==> src/source/soc_bus_defs.svh <==
`ifndef SOC_BUS_DEFS_SVH
`define SOC_BUS_DEFS_SVH

// ========================================
// Bus widths

`define SB_DATA_W 32

// ========================================
// Region decode on address bits 31..28

`define SB_REGION_HI 31
`define SB_REGION_LO 28
`define SB_REGION_RAM 4'h1
`define SB_REGION_BRIDGE 4'h5

// Far slot decode behind the bridge
`define SB_FAR_HI 27
`define SB_FAR_LO 24
`define SB_FAR_LED 4'h0
`define SB_FAR_TIMER 4'h5

// On-chip RAM geometry
`define SB_RAM_WORDS 512
`define SB_RAM_AW 9

`define SB_LED_W 10

// Fault source codes
`define SB_SRC_INSTR 2'd1
`define SB_SRC_DATA 2'd2

`endif

==> src/source/soc_bus_pkg.sv <==
`include "soc_bus_defs.svh"

package soc_bus_pkg;

	// ========================================
	// Bus transfer types

	// Requesting port as reported in a fault
	typedef logic [1:0] src_t;

	// Request from the arbiter, rw high means write
	typedef struct packed {
		logic rw;
		logic [`SB_DATA_W-1:0] address;
		logic [`SB_DATA_W-1:0] wdata;
	} bus_req_t;

	// Slave answer, ready is a single-cycle pulse
	typedef struct packed {
		logic ready;
		logic [`SB_DATA_W-1:0] rdata;
	} bus_rsp_t;

	// ========================================
	// Fault report

	// Access to an unmapped region
	typedef struct packed {
		logic valid;
		logic [`SB_DATA_W-1:0] address;
		src_t src;
	} bus_fault_t;

endpackage

==> src/source/region_decoder.sv <==
`timescale 1ns/1ps

`include "soc_bus_defs.svh"

module region_decoder import soc_bus_pkg::*; (
	// From and to the arbiter
	input i_req_valid,
	input bus_req_t i_req,
	input src_t i_src,
	output bus_rsp_t o_rsp,

	// Block RAM
	output logic o_ram_request,
	input bus_rsp_t i_ram_rsp,

	// Peripheral bridge
	output logic o_bridge_request,
	input bus_rsp_t i_bridge_rsp,

	output bus_fault_t o_fault
);

	logic [`SB_REGION_HI-`SB_REGION_LO:0] region;
	logic ram_select;
	logic bridge_select;
	logic unmapped;

	// ========================================
	// Region select

	assign region = i_req.address[`SB_REGION_HI:`SB_REGION_LO];
	assign ram_select = (region == `SB_REGION_RAM);
	assign bridge_select = (region == `SB_REGION_BRIDGE);
	assign unmapped = !ram_select && !bridge_select;

	// Valid level goes to exactly one slave
	assign o_ram_request = i_req_valid && ram_select;
	assign o_bridge_request = i_req_valid && bridge_select;

	// ========================================
	// Response mux

	always_comb begin
		if (ram_select) begin
			o_rsp.ready = i_req_valid && i_ram_rsp.ready;
			o_rsp.rdata = i_ram_rsp.rdata;
		end else if (bridge_select) begin
			o_rsp.ready = i_req_valid && i_bridge_rsp.ready;
			o_rsp.rdata = i_bridge_rsp.rdata;
		end else begin
			// Unmapped, complete at once with zero data
			o_rsp.ready = i_req_valid;
			o_rsp.rdata = '0;
		end
	end

	// Fault report, lasts as long as the valid level
	always_comb begin
		o_fault.valid = i_req_valid && unmapped;
		o_fault.address = i_req.address;
		o_fault.src = i_src;
	end

endmodule

==> config.mk <==
export PLATFORM = sky130hd
export DESIGN_NAME = region_decoder
export DESIGN_NICKNAME = d
export VERILOG_FILES = /design/src/source/soc_bus_pkg.sv /design/src/source/region_decoder.sv
export VERILOG_INCLUDE_DIRS = /design/src /design/src/source
export SDC_FILE = /design/constraint.sdc
export NUM_CORES = 1
export LEC_CHECK = 0
export BUFFER_PORTS_ARGS = -buffer_cell sky130_fd_sc_hd__buf_2
export CAP_MARGIN = 10
export CORE_AREA = 2 2 79 81
export DETAILED_ROUTE_END_ITERATION = 10
export DIE_AREA = 0 0 81 83
export GPL_ROUTABILITY_DRIVEN = 1
export GPL_TIMING_DRIVEN = 0
export RECOVER_POWER = 25
export SETUP_SLACK_MARGIN = 0.5
export SLEW_MARGIN = 20
export SYNTH_ARGS = -nofsm -noshare
export SYNTH_HDL_FRONTEND = slang
export SYNTH_SLANG_ARGS = --single-unit
==> constraint.sdc <==
create_clock -name vclk -period 2
set_input_delay 0.5 -clock vclk [all_inputs]
set_output_delay 0.5 -clock vclk [all_outputs]
set_load 0.02 [all_outputs]
==> impl_metrics.ini <==
[status]
status = complete, but fails checks
violations = negative setup slack

[floorplanning]
core.rowCount = 28
start_util_pct = 14.09
die_h_um = 83
core_um2 = 5816
chipWidth_um = 81
die_area_um2 = 6723
io_pins = 204

[cells_and_area]
nFillCells = 582
num_antenna_cells = 0
drive_above_1_share_pct = 83.66
clkbuf_count = 0
final_cell_mix = 94 x buf_2, 44 x buf_4, 33 x buf_6, 33 x mux2i_1, 32 x nor2_4
area_growth_pct = 166.7
layout_commonest_cell = buf_2
final_nets = 393
seq_cells = 0
multiInputGateArea_um2 = 763.2
seqCellArea_um2 = 0

[timing]
slew_headroom_pct = 81.03
fin_tns_setup_ns = -0.2819
final_max_slew_viol_count = 0
fin_ws_ns = -0.02499
fin_crit_sh_pct = 101.2
rsz0062_at_grt = true
worst_slew_pin_slew_ns = 0.2767
period_minus_slack_ns = 2.025
final-hold-violation-count = 0
final-setup-viol-count = 20
hold_slack_ns = 1.216
fmax_mhz = 493.8

[power_and_ir_drop]
power.density_nw_per_um2 = 202.6
irDropWorstVdd_uv = 125.3
power.leakage_nw = 1.152

[grt]
grt_antenna_before_repair = 0
grt_use_total_pct = 8.791
grt_pass1_wl_um = 4988
grt_overflow = 0
grt_max_degree = 11
grt_pass1_vias = 1195

[drt]
firstDrtPassIters = 4
drcViolationCount = 0
viasPerCell = 3.858
ant_nets = 0
drt-total-wl_um = 3399
drt_iter0_drc = 8
vias = 1281
drt-wirelength-per-cell_um = 10.24

[synthesis]
ys_types = 11
syn_inst = 113
synth_area_leaders = mux2i_1 40%, buf_4 31%, nor2_1 14%
synth.avg_cell_area_um2 = 7.253
syn-cell-area_um2 = 819.5
yosysTopAreaCell = mux2i_1
yosys_warnings = 0
synth_seq_area_share_pct = 0
syn_nets = 247
synth_top_area_share_pct = 40.31

[setup_path]
endpoint_kind = output pin
crit_chain = buf_8, or3b_4, buf_12, buf_12, nor2_4, buf_6
worst-path-max-fanout = 10
worstPathArrival_ns = 1.52
required_ns = 1.50
slowest_stage = or3b_4
max_stage_delay_ns = 0.39
crit_top_cell = buf_12
start_kind = input port
crit_type = input port to output pin
crit_buf_inv = 4
critical_path.top_delay_family = buffers and inverters

[placed_design]
dp_hpwl_um = 2780
gp_congestion = 0.6681
pre_cts_slack_ns = -0.08587
io_buffers = 140

[job]
drv_cap = 0

[worst_hold_path]
hold_path.class = input port to output pin

[clocking]
hold_buffers = 0
metal layers:
metal | wire (µm) | up-vias | share of wire, % | GRT usage, %
li1 | - | 624 | - | -
met1 | 1071 | 570 | 32 | 8.758
met2 | 1952 | 87 | 57 | 19.23
met3 | 374 | 0 | 11 | 0.8696
met4 | 0 | 0 | 0 | 0.3082
met5 | 0 | - | 0 | 0
worst paths after layout:
check / start / endpoint / cells after the start
setup / recovery: i_req[61] / o_rsp[3] / 6
hold / removal: i_req[41] / o_fault[11] / 2
area by class of cell:
type | instances | area share, %
multi-input combinational | 71 | 34.92
tap | 75 | 4.293
buffer | 42 | 17.06
timing repair buffer | 144 | 43.73
report_power, final:
| group | leakage [nW] | switching (W) | internal (W) |
|---|---|---|---|
| clock | 0 | 0 | 0 |
| combinational | 1.15 | 0.000216 | 0.000227 |
| sequential | 0 | 0 | 0 |
| total | 1.15 | 0.000216 | 0.000227 |
logic make-up after synthesis:
family                 count (synthesis)  synth area share, %
AOI/OAI and AO/OA                      1               0.9164
and+or+nand+nor                       37                19.70
buffers and inverters                 42                39.08
muxes                                 33                40.31
stage by stage:
| stage | cells | utilization (%) | power, W | instance area (µm²) |
|---|---|---|---|---|
| after global placement | 328 | 32.83 | 0.0003984 | 1909 |
| after floorplan | 113 | - | 0.0002720 | 1115 |
| final | 332 | 37.59 | 0.0004429 | 2186 |
| after CTS | 330 | 36.40 | 0.0004390 | 2117 |
| after detailed placement | 328 | 32.83 | 0.0004044 | 1909 |
| after global routing | 332 | 37.59 | 0.0004751 | 2186 |
synth_stat cells:
master / instances
buf_4: 34
mux2i_1: 33
nor2_1: 30
buf_2: 4
buf_6: 4
nor2_2: 2
nor3b_1: 2
a21boi_0: 1
and2_1: 1
and3_1: 1
or3b_1: 1
timing repair:
| action | CTS | global route |
|---|---|---|
| gates resized for setup | 57 | 16 |
| endpoints found under the setup margin | 36 | 36 |
| pin swaps | 2 | 1 |
| gates cloned | 1 | 0 |
| buffers inserted | 1 | 2 |
Power figures use the tool's default switching activity.
