$ cat config.mk
export PLATFORM = sky130hd
export DESIGN_NAME = periph_bridge
export DESIGN_NICKNAME = d
export VERILOG_FILES = /design/src/source/soc_bus_pkg.sv /design/src/source/periph_bridge.sv
export VERILOG_INCLUDE_DIRS = /design/src /design/src/source
export SDC_FILE = /design/constraint.sdc
export NUM_CORES = 1
export LEC_CHECK = 0
export ABC_CLOCK_PERIOD_IN_PS = 2450
export BUFFER_PORTS_ARGS = -buffer_cell sky130_fd_sc_hd__buf_2
export CORE_MARGIN = 2
export CORE_UTILIZATION = 35
export CTS_CLUSTER_SIZE = 14
export DETAILED_ROUTE_END_ITERATION = 8
export PLACE_DENSITY_LB_ADDON = 0.25
export SLEW_MARGIN = 0
export SYNTH_ARGS = -nofsm -noshare
export SYNTH_HDL_FRONTEND = slang
export SYNTH_SLANG_ARGS = --single-unit
$ cat constraint.sdc
create_clock -name i_clock -period 2.45 [get_ports i_clock]
set_input_delay 0.49 -clock i_clock [delete_from_list [all_inputs] [get_ports i_clock]]
set_output_delay 0.49 -clock i_clock [all_outputs]
set_load 0.1 [all_outputs]
$ cat src/source/soc_bus_defs.svh
`ifndef SOC_BUS_DEFS_SVH
`define SOC_BUS_DEFS_SVH

// ========================================
// Bus widths

`define SB_DATA_W 32

// ========================================
// Region decode on address bits 31..28

`define SB_REGION_HI 31
`define SB_REGION_LO 28
`define SB_REGION_RAM 4'h1
`define SB_REGION_BRIDGE 4'h5

// Far slot decode behind the bridge
`define SB_FAR_HI 27
`define SB_FAR_LO 24
`define SB_FAR_LED 4'h0
`define SB_FAR_TIMER 4'h5

// On-chip RAM geometry
`define SB_RAM_WORDS 512
`define SB_RAM_AW 9

`define SB_LED_W 10

// Fault source codes
`define SB_SRC_INSTR 2'd1
`define SB_SRC_DATA 2'd2

`endif

$ cat src/source/soc_bus_pkg.sv
`include "soc_bus_defs.svh"

package soc_bus_pkg;

	// ========================================
	// Bus transfer types

	// Requesting port as reported in a fault
	typedef logic [1:0] src_t;

	// Request from the arbiter, rw high means write
	typedef struct packed {
		logic rw;
		logic [`SB_DATA_W-1:0] address;
		logic [`SB_DATA_W-1:0] wdata;
	} bus_req_t;

	// Slave answer, ready is a single-cycle pulse
	typedef struct packed {
		logic ready;
		logic [`SB_DATA_W-1:0] rdata;
	} bus_rsp_t;

	// ========================================
	// Fault report

	// Access to an unmapped region
	typedef struct packed {
		logic valid;
		logic [`SB_DATA_W-1:0] address;
		src_t src;
	} bus_fault_t;

endpackage

$ cat src/source/periph_bridge.sv
`timescale 1ns/1ps

`include "soc_bus_defs.svh"

module periph_bridge import soc_bus_pkg::*; (
	input i_clock,
	input i_rst,

	// Near side
	input i_request,
	input bus_req_t i_req,
	output bus_rsp_t o_rsp,

	output logic [`SB_LED_W-1:0] o_led
);

	logic far_valid;
	bus_req_t far_req;
	logic [`SB_FAR_HI-`SB_FAR_LO:0] far_slot;
	logic ready_q;
	logic [`SB_DATA_W-1:0] rdata_q;
	logic [`SB_DATA_W-1:0] timer_q;

	assign far_slot = far_req.address[`SB_FAR_HI:`SB_FAR_LO];

	// ========================================
	// Far request and handshake

	always_ff @(posedge i_clock) begin
		if (i_rst) begin
			far_valid <= 1'b0;
			ready_q <= 1'b0;
		end else begin
			ready_q <= 1'b0;
			if (far_valid) begin
				ready_q <= 1'b1;
				far_valid <= 1'b0;
			end else if (i_request && !ready_q) begin
				// Near request still high during ready is not a new one
				far_valid <= 1'b1;
			end
		end
	end

	always_ff @(posedge i_clock) begin
		if (!far_valid && i_request && !ready_q)
			far_req <= i_req;
		if (far_valid) begin
			if (!far_req.rw && far_slot == `SB_FAR_TIMER)
				rdata_q <= timer_q;
			else
				rdata_q <= '0;
		end
	end

	// ========================================
	// Far slots

	// LED register, write only
	always_ff @(posedge i_clock) begin
		if (i_rst)
			o_led <= '0;
		else if (far_valid && far_req.rw && far_slot == `SB_FAR_LED)
			o_led <= far_req.wdata[`SB_LED_W-1:0];
	end

	// Free-running timer, writes are dropped
	always_ff @(posedge i_clock) begin
		if (i_rst)
			timer_q <= '0;
		else
			timer_q <= timer_q + 1'b1;
	end

	// Other slots answer with zero data
	assign o_rsp.ready = ready_q;
	assign o_rsp.rdata = rdata_q;

endmodule

==> run metrics <==
Post-Synth Simple-Gate Area 0.208; switch share 0.271; n_diodes 0; die height 104 µm; vias in the first global route 2261; Max FO, Critical Path 8; Buffers & Inverters on Critical Path 0; share of cells above drive strength 1 0.242; WL final 6470 µm; Resized cells post-CTS 0; cell taking the most area after synthesis edfxtp_1; ys flop type edfxtp_1; asr flop ratio synth 0; cell count after placement 485; Nets 432; crit-path leading delay family simple AND/OR/NAND/NOR gates; CTS sink count 91; clock power share 0.335; number of synthesized flops with an enable pin 47; clk root buf clkbuf_8; Core Area 0.00977 mm²; CTS H-tree lvls 3; final hold vios 0; DRT iter0 DRCs 106; Hold Crit Class input port to flop; clk slew on worst S/H paths 0.10 ns; cell with the most instances after synthesis edfxtp_1; routed vias/inst 4.73; Adder-Cell Fraction of Synth Area 0.00355; Netlist cell types 30; average wire per standard cell 12.9 µm; max-slew violation count 0; Req. time, crit path 2.72 ns; Critical Path, Cell by Cell ha_1 -> nand4_2 -> or4_1 -> or4_1 -> a21oi_1; initial antenna violation count 0; Tmin final 2.09 ns; hold buffer count at cts 0; ANT nets after route 0; reg2reg start timer_q[1]; status completed; Comb power frac 0.080; placed cell area 0.00401 mm²; CP Capture Type flop; HP Start i_req[9]; Max clock buf depth 2; cell area after synthesis 0.00352 mm²; Worst path max stage delay 0.68 ns; area grow syn2layout 19.1%; global-route wire length before repair 10800 µm; maximum vdd drop 0.000319 V; syn avg cell area 11.9 µm²; Post-CTS Setup Bufs 0; Sw Pwr 769 µW; pin count of the biggest net entering global routing 45; slew margin rel. 0.438; Syn. warnings 0; compound-cell area share of the yosys netlist 0.0583; Ports 111; Internal 2060 µW; period utilization 0.854; Yosys reg bits 91; worst skew pair latency 0.35 ns; Critical Path Start Type flop; RePlAce Congestion 0.771; CP max stage cell or4_1; total CTS buffers 9; fin cells 501; Setup TNS 0 ns; CTS tree yes; post-synthesis cell count 295; Pwr Total 2830 µW; CP arrival 2.37 ns; # setup viols final 0; initial core utilization 0.360; most frequent cells after synthesis edfxtp_1, dfxtp_1, and2_1; Pre-Repair DR Iteration Count 4; final core utilization 0.429; Synthesized Nets 364; detailed-route via count 2369; IO Port Bufs 60; critical path startpoint timer_q[1]; gr ovfl total 0; mux contribution to synthesized area 0.0284; design area 0.00419 mm²; Detail Placement HPWL 4390 µm; Max-Cap Viols 0; sequential area share after synthesis 0.651; Synth top area share 0.401; RSZ-0062 raised after global routing false; Highest Clock Rate 478 MHz; largest family of logic cells by synthesized area simple AND/OR/NAND/NOR gates; Power Dens Cells 676 mW/mm²; die width 104 µm; DR DRC count 0; die area 0.0109 mm²; Clock Skew 0.0120 ns; post-synthesis xor/xnor area fraction 0.0299; CP most frequent cell or4_1; Synth area leaders edfxtp_1, dfxtp_1, and2_1, mux2i_1, or4_1; Worst-Margin Slew 0.843 ns; leakage 0.00158 µW; Seq pwr share 0.584; kind of critical path flop to flop; total track usage 0.124; # rows 36
## area by class of cell
| cell class | instances | area [µm²] |
|---|---|---|
| clock buffer | 9 | 124 |
| clock inverter | 7 | 57.6 |
| fill | 952 | 5580 |
| inverter | 5 | 18.8 |
| multi-input combinational | 186 | 1160 |
| sequential | 91 | 2290 |
| tap | 133 | 166 |
| timing repair buffer | 70 | 375 |
## per-stage QoR
stage | setup WS (ns) | hold slack [ns]
floorplan | 0.0287 | 0.444
global placement | 0.394 | 0.456
detailed placement | 0.380 | 0.475
CTS | 0.357 | 0.289
global route | 0.172 | 0.283
finish | 0.358 | 0.307
## worst paths after layout
path	endpoint	slack, ns	cells after the start
min reg2reg	timer_q[31]	0.49	2
max	timer_q[22]	0.36	5
max reg2reg	timer_q[22]	0.36	5
min	far_req[9]	0.31	1
## kinds of logic after synthesis
group | count (synthesis)
XOR/XNOR | 12
AO/OA/AOI/OAI | 36
buffers and inverters | 18
adder cells (fa/ha/maj) | 1
AND/OR/NAND/NOR | 127
flip-flops | 91
multiplexers | 10
## cells in the final DEF, fill, tap and decap left out, types with 2 or more instances in the layout
| master | count |
|---|---|
| a21oi_1 | 18 |
| and2_1 | 34 |
| and4_1 | 3 |
| buf_2 | 60 |
| buf_4 | 10 |
| clkbuf_8 | 9 |
| dfxtp_1 | 44 |
| edfxtp_1 | 47 |
| inv_1 | 5 |
| inv_6 | 4 |
| mux2i_1 | 10 |
| nand2_1 | 10 |
| nand3_1 | 12 |
| nand4_1 | 8 |
| nand4_2 | 2 |
| nor2_1 | 25 |
| nor2b_1 | 3 |
| nor3_1 | 2 |
| nor4_1 | 4 |
| o21ai_0 | 8 |
| o31ai_1 | 10 |
| or3_1 | 6 |
| or4_1 | 13 |
| xnor2_1 | 7 |
| xor2_1 | 5 |
## power by group through the flow
stage	logic (µW)	registers, µW	clock network (µW)
3_5_place_dp	231	1690	0
4_1_cts	231	1660	980
2_1_floorplan	35.5	1830	0
3_3_place_gp	229	1690	0
5_1_grt	239	1660	1030
6_report	228	1660	951
## registers in the layout, indices dropped and copies added, names as in the netlist
name,flops
ready_q,1
rdata_q,32
far_valid,1
timer_q,32
o_led,10
far_req,15
## per-layer routing
metal  share of wire  up-vias  GRT usage
met4           0.012        0     0.0550
met1            0.47     1113      0.161
li1                -     1207          -
met3           0.042        6     0.0294
met2            0.48       43      0.197
met5               0        -          0
Power figures use the tool's default switching activity.
