--- config.mk ---
export PLATFORM = sky130hd
export DESIGN_NAME = bus_arbiter
export DESIGN_NICKNAME = d
export VERILOG_FILES = /design/src/source/soc_bus_pkg.sv /design/src/source/bus_arbiter.sv
export VERILOG_INCLUDE_DIRS = /design/src /design/src/source
export SDC_FILE = /design/constraint.sdc
export NUM_CORES = 1
export LEC_CHECK = 0
export BUFFER_PORTS_ARGS = -buffer_cell sky130_fd_sc_hd__buf_2
export CAP_MARGIN = 40
export CELL_PAD_IN_SITES_DETAIL_PLACEMENT = 1
export CELL_PAD_IN_SITES_GLOBAL_PLACEMENT = 1
export CORE_ASPECT_RATIO = 0.5
export CORE_MARGIN = 2
export CORE_UTILIZATION = 34
export DETAILED_ROUTE_END_ITERATION = 8
export PLACE_DENSITY_LB_ADDON = 0.2
export SLEW_MARGIN = 5
export SYNTH_ARGS = -nofsm -noshare
export SYNTH_HDL_FRONTEND = slang
export SYNTH_SLANG_ARGS = --single-unit
--- constraint.sdc ---
create_clock -name i_clock -period 5.52 [get_ports i_clock]
set_clock_uncertainty 0.15 [all_clocks]
set_input_delay 1.656 -clock i_clock [delete_from_list [all_inputs] [get_ports i_clock]]
set_output_delay 1.656 -clock i_clock [all_outputs]
set_load 0.005 [all_outputs]
--- src/source/soc_bus_defs.svh ---
`ifndef SOC_BUS_DEFS_SVH
`define SOC_BUS_DEFS_SVH

// ========================================
// Bus widths

`define SB_DATA_W 32

// ========================================
// Region decode on address bits 31..28

`define SB_REGION_HI 31
`define SB_REGION_LO 28
`define SB_REGION_RAM 4'h1
`define SB_REGION_BRIDGE 4'h5

// Far slot decode behind the bridge
`define SB_FAR_HI 27
`define SB_FAR_LO 24
`define SB_FAR_LED 4'h0
`define SB_FAR_TIMER 4'h5

// On-chip RAM geometry
`define SB_RAM_WORDS 512
`define SB_RAM_AW 9

`define SB_LED_W 10

// Fault source codes
`define SB_SRC_INSTR 2'd1
`define SB_SRC_DATA 2'd2

`endif

--- src/source/soc_bus_pkg.sv ---
`include "soc_bus_defs.svh"

package soc_bus_pkg;

	// ========================================
	// Bus transfer types

	// Requesting port as reported in a fault
	typedef logic [1:0] src_t;

	// Request from the arbiter, rw high means write
	typedef struct packed {
		logic rw;
		logic [`SB_DATA_W-1:0] address;
		logic [`SB_DATA_W-1:0] wdata;
	} bus_req_t;

	// Slave answer, ready is a single-cycle pulse
	typedef struct packed {
		logic ready;
		logic [`SB_DATA_W-1:0] rdata;
	} bus_rsp_t;

	// ========================================
	// Fault report

	// Access to an unmapped region
	typedef struct packed {
		logic valid;
		logic [`SB_DATA_W-1:0] address;
		src_t src;
	} bus_fault_t;

endpackage

--- src/source/bus_arbiter.sv ---
`timescale 1ns/1ps

`include "soc_bus_defs.svh"

module bus_arbiter import soc_bus_pkg::*; (
	input i_clock,
	input i_rst,

	// Port A, instruction fetch
	input i_pa_request,
	input [`SB_DATA_W-1:0] i_pa_address,
	output logic o_pa_ready,
	output logic [`SB_DATA_W-1:0] o_pa_rdata,

	// Port B, data access
	input i_pb_request,
	input i_pb_rw,
	input [`SB_DATA_W-1:0] i_pb_address,
	input [`SB_DATA_W-1:0] i_pb_wdata,
	output logic o_pb_ready,
	output logic [`SB_DATA_W-1:0] o_pb_rdata,

	// Towards the region decoder
	output logic o_req_valid,
	output bus_req_t o_req,
	output src_t o_src,
	input bus_rsp_t i_rsp
);

	typedef enum logic [1:0] {
		ST_IDLE,
		ST_BUSY,
		ST_DONE
	} state_t;

	state_t state;
	logic grant_b;
	bus_req_t req_q;
	logic [`SB_DATA_W-1:0] rdata_q;

	// ========================================
	// Grant and transfer sequencing

	always_ff @(posedge i_clock) begin
		if (i_rst) begin
			state <= ST_IDLE;
			grant_b <= 1'b0;
			o_pa_ready <= 1'b0;
			o_pb_ready <= 1'b0;
		end else begin
			o_pa_ready <= 1'b0;
			o_pb_ready <= 1'b0;
			case (state)
				ST_IDLE: begin
					// Port A has fixed priority
					if (i_pa_request || i_pb_request) begin
						grant_b <= !i_pa_request;
						state <= ST_BUSY;
					end
				end
				ST_BUSY: begin
					if (i_rsp.ready)
						state <= ST_DONE;
				end
				ST_DONE: begin
					o_pa_ready <= !grant_b;
					o_pb_ready <= grant_b;
					state <= ST_IDLE;
				end
				default: state <= ST_IDLE;
			endcase
		end
	end

	// Request and read data registers
	always_ff @(posedge i_clock) begin
		if (state == ST_IDLE) begin
			if (i_pa_request)
				req_q <= '{rw: 1'b0, address: i_pa_address, wdata: '0};
			else
				req_q <= '{rw: i_pb_rw, address: i_pb_address, wdata: i_pb_wdata};
		end
		if (state == ST_BUSY && i_rsp.ready)
			rdata_q <= i_rsp.rdata;
	end

	assign o_req_valid = (state == ST_BUSY);
	assign o_req = req_q;
	assign o_src = grant_b ? `SB_SRC_DATA : `SB_SRC_INSTR;

	// Both ports see the same read data, only the ready tells them apart
	assign o_pa_rdata = rdata_q;
	assign o_pb_rdata = rdata_q;

endmodule

==> results by group <==
Clock network
  • Cts hold-fix bufs: 0
  • Cells resized by post-CTS repair: 0
  • Max H-tree Level: 3
  • CTS root buf: clkbuf_16
  • Clk Latency, worst-skew pair: 0.33 ns
  • Clk slew on worst S/H paths: 0.07 ns
  • CTS Buf Count: 9
  • CTS tree: built
  • Postcts setup bufs: 0
  • Clock Sinks: 102
  • CTS max path bufs: 2

STA
  • Max Slew Vio Count: 0
  • Setup_tns: 0 ns
  • RSZ-0062 raised after global routing: false
  • Tcrit/Tclk final: 53.3%
  • Setup ws final: 2.58 ns
  • Worst Tran Pin Value: 0.884 ns
  • FMAX: 0.340 GHz
  • Final setup fails: 0
  • Rel. slew slack: 41.1%
  • Fin. Hold Viols: 0
  • Crit path time final: 2.94 ns

Synthesis
  • Synthesized flop and latch total: 102
  • Ys Warns: 0
  • Mapped cell area: 0.00395 sq mm
  • Post-Synthesis Net Count: 352
  • Distinct cell type count after synthesis: 14
  • Synthesized area per cell: 18.1 sq um
  • Sequential area share after synthesis: 76.2%
  • Cells after Synth: 218

Place
  • Area after DPL: 0.00525 sq mm
  • I/O Buffers: 267
  • Final HPWL DP: 7.45 mm
  • Pre-CTS WS: 2.37 ns
  • RD Place Congestion: 0.724

Routing
  • Total Wirelength: 9.75 mm
  • Drt initial violations: 149
  • Initial DRT Pass Iterations: 4
  • DRC: 0
  • Vias post-DR: 2684
  • Antenna Violating Nets Remaining: 0
  • Avg Vias per Cell: 4.39
  • Wire per inst: 16.0 um

Power and ir drop
  • Internal power: 1380 uW
  • Comb power frac: 11.6%
  • Total power: 1760 uW
  • Clock share of power: 34.6%
  • Net Sw Power: 378 uW
  • Worst VDD drop: 0.138 mV
  • PD cells: 318 mW/mm^2
  • Net Sw Frac: 21.5%
  • P_leak: 0.00247 uW
  • Share of power burned in registers: 53.8%

Run
  • Max-Cap Viols: 0

Critical path
  • Req. time, crit path: 3.71 ns
  • Worst Setup SP: state[0]
  • Slowest CP cell: dfxtp_1
  • Setup crit start kind: flip-flop
  • Critical path cell sequence: nor2b_1 > buf_2
  • CP arrival: 1.14 ns
  • RR Startpoint: state[1]
  • Worst reg2reg setup slack: 3.75 ns
  • Crit path max fanout: 8
  • Slowest stage delay, CP: 0.51 ns
  • Setup Crit Path Kind: reg2out
  • Element type at the critical path end: output pin

Floorplanning
  • Area of the core: 0.0111 sq mm
  • Row cnt: 27
  • Die span in y: 80.2 um
  • Die Area: 0.0126 sq mm
  • Die width: 156 um
  • Initial core utilization: 35.5%
  • # IOs: 268

Min path
  • Hold Path Origin: grant_b
  • HP Class: reg2reg

Layout
  • Layout area overhead: 39.8%
  • Layout cell share with drive strength beyond 1: 68.7%
  • Fin util: 49.6%
  • Antenna cell count: 0
  • Final Cell Area: 0.00553 sq mm
  • Layout Nets: 595
  • Fillers: 1186

Global routing
  • Largest net degree at the start of global routing: 67
  • Total congestion overflow: 0
  • First-pass GRT wire length: 14.4 mm
  • Tot GR Track Use: 15.4%
  • Initial antenna violation count: 0
  • Vias in the first global route: 2827

Outcome
  • Status: finished clean
cells in the final DEF (no fill, tap or decap):
cell / n
a2111oi_2: 1
a221oi_2: 1
and3b_1: 1
buf_12: 1
buf_2: 267
buf_4: 4
bufinv_16: 1
clkbuf_1: 1
clkbuf_16: 9
clkinv_1: 2
clkinv_2: 3
dfxtp_1: 5
edfxtp_1: 97
inv_1: 1
mux2_2: 32
nor2_4: 1
nor2b_1: 35
nor3_1: 1
nor4b_1: 2
or3b_1: 1
final timing paths:
kind | depth (start not counted) | to
setup / recovery | 2 | o_req_valid
hold / removal | 1 | o_pa_ready
setup reg to reg | 2 | o_req[36]
hold reg to reg | 1 | o_pa_ready
synthesized netlist by cell type:
| cell type | number | area share (%) |
|---|---|---|
| edfxtp_1 | 97 | 74 |
| or3b_1 | 1 | 0.22 |
| nor4b_1 | 2 | 0.44 |
| mux2_2 | 32 | 9.1 |
| nor2_1 | 1 | 0.095 |
| dfxtp_1 | 5 | 2.5 |
| a2111oi_2 | 1 | 0.38 |
| nor3_1 | 1 | 0.13 |
| buf_2 | 7 | 0.89 |
| a221oi_2 | 1 | 0.38 |
| buf_4 | 33 | 6.3 |
| nor2b_1 | 35 | 5.5 |
| and3b_1 | 1 | 0.22 |
| inv_1 | 1 | 0.095 |
cell families (layout without fill, tap and decap cells):
family          Yosys count  after routing  share of synthesized area, %
flops                   102            102                          76.2
buf+inv                  41            289                          7.25
simple gates             41             41                          6.65
mux                      32             32                          9.12
compound gates            2              2                         0.760
routing by layer:
| layer | track usage, % | vias to the layer above | wire length [um] |
|---|---|---|---|
| li1 | - | 1250 | - |
| met1 | 15.5 | 1284 | 3350 |
| met2 | 28.0 | 132 | 5220 |
| met3 | 6.96 | 18 | 932 |
| met4 | 6.15 | 0 | 248 |
| met5 | 0 | - | 0 |
worst max-delay path, delay by kind of cell (launching register included):
kind	cells	cell delay [ns]
DFF	1	0.51
and+or+nand+nor	1	0.17
buffers and inverters	1	0.12
flip-flops by register name, summed over array words and instances (netlist names):
name	cells
o_req	65
o_pa_rdata	32
state	2
grant_b	1
o_pa_ready	1
o_pb_ready	1
final cells by class:
type	instances	area (sq um)	area share, %
multi-input combinational	75	661	12.0
inverter	1	3.75	0.0679
sequential	102	3010	54.5
timing repair buffer	272	1390	25.1
tap	145	181	3.28
clock inverter	6	52.6	0.951
clock buffer	10	229	4.14
power by group through the flow:
| stage | Combinational [uW] | Sequential [uW] | Clock [uW] |
|---|---|---|---|
| after detailed placement | 208 | 965 | 0 |
| after global routing | 225 | 954 | 662 |
| after floorplan | 72.9 | 977 | 0 |
| after global placement | 203 | 961 | 0 |
| after CTS | 209 | 948 | 632 |
| final | 204 | 947 | 609 |
through the flow:
| step | cells | hold slack, ns |
|---|---|---|
| after CTS | 611 | 0.308 |
| after global routing | 611 | 0.340 |
| after global placement | 594 | 0.295 |
| after floorplan | 218 | 0.270 |
| final | 611 | 0.312 |
| after detailed placement | 595 | 0.294 |
Note: power is estimated with default switching activity, not from simulation.
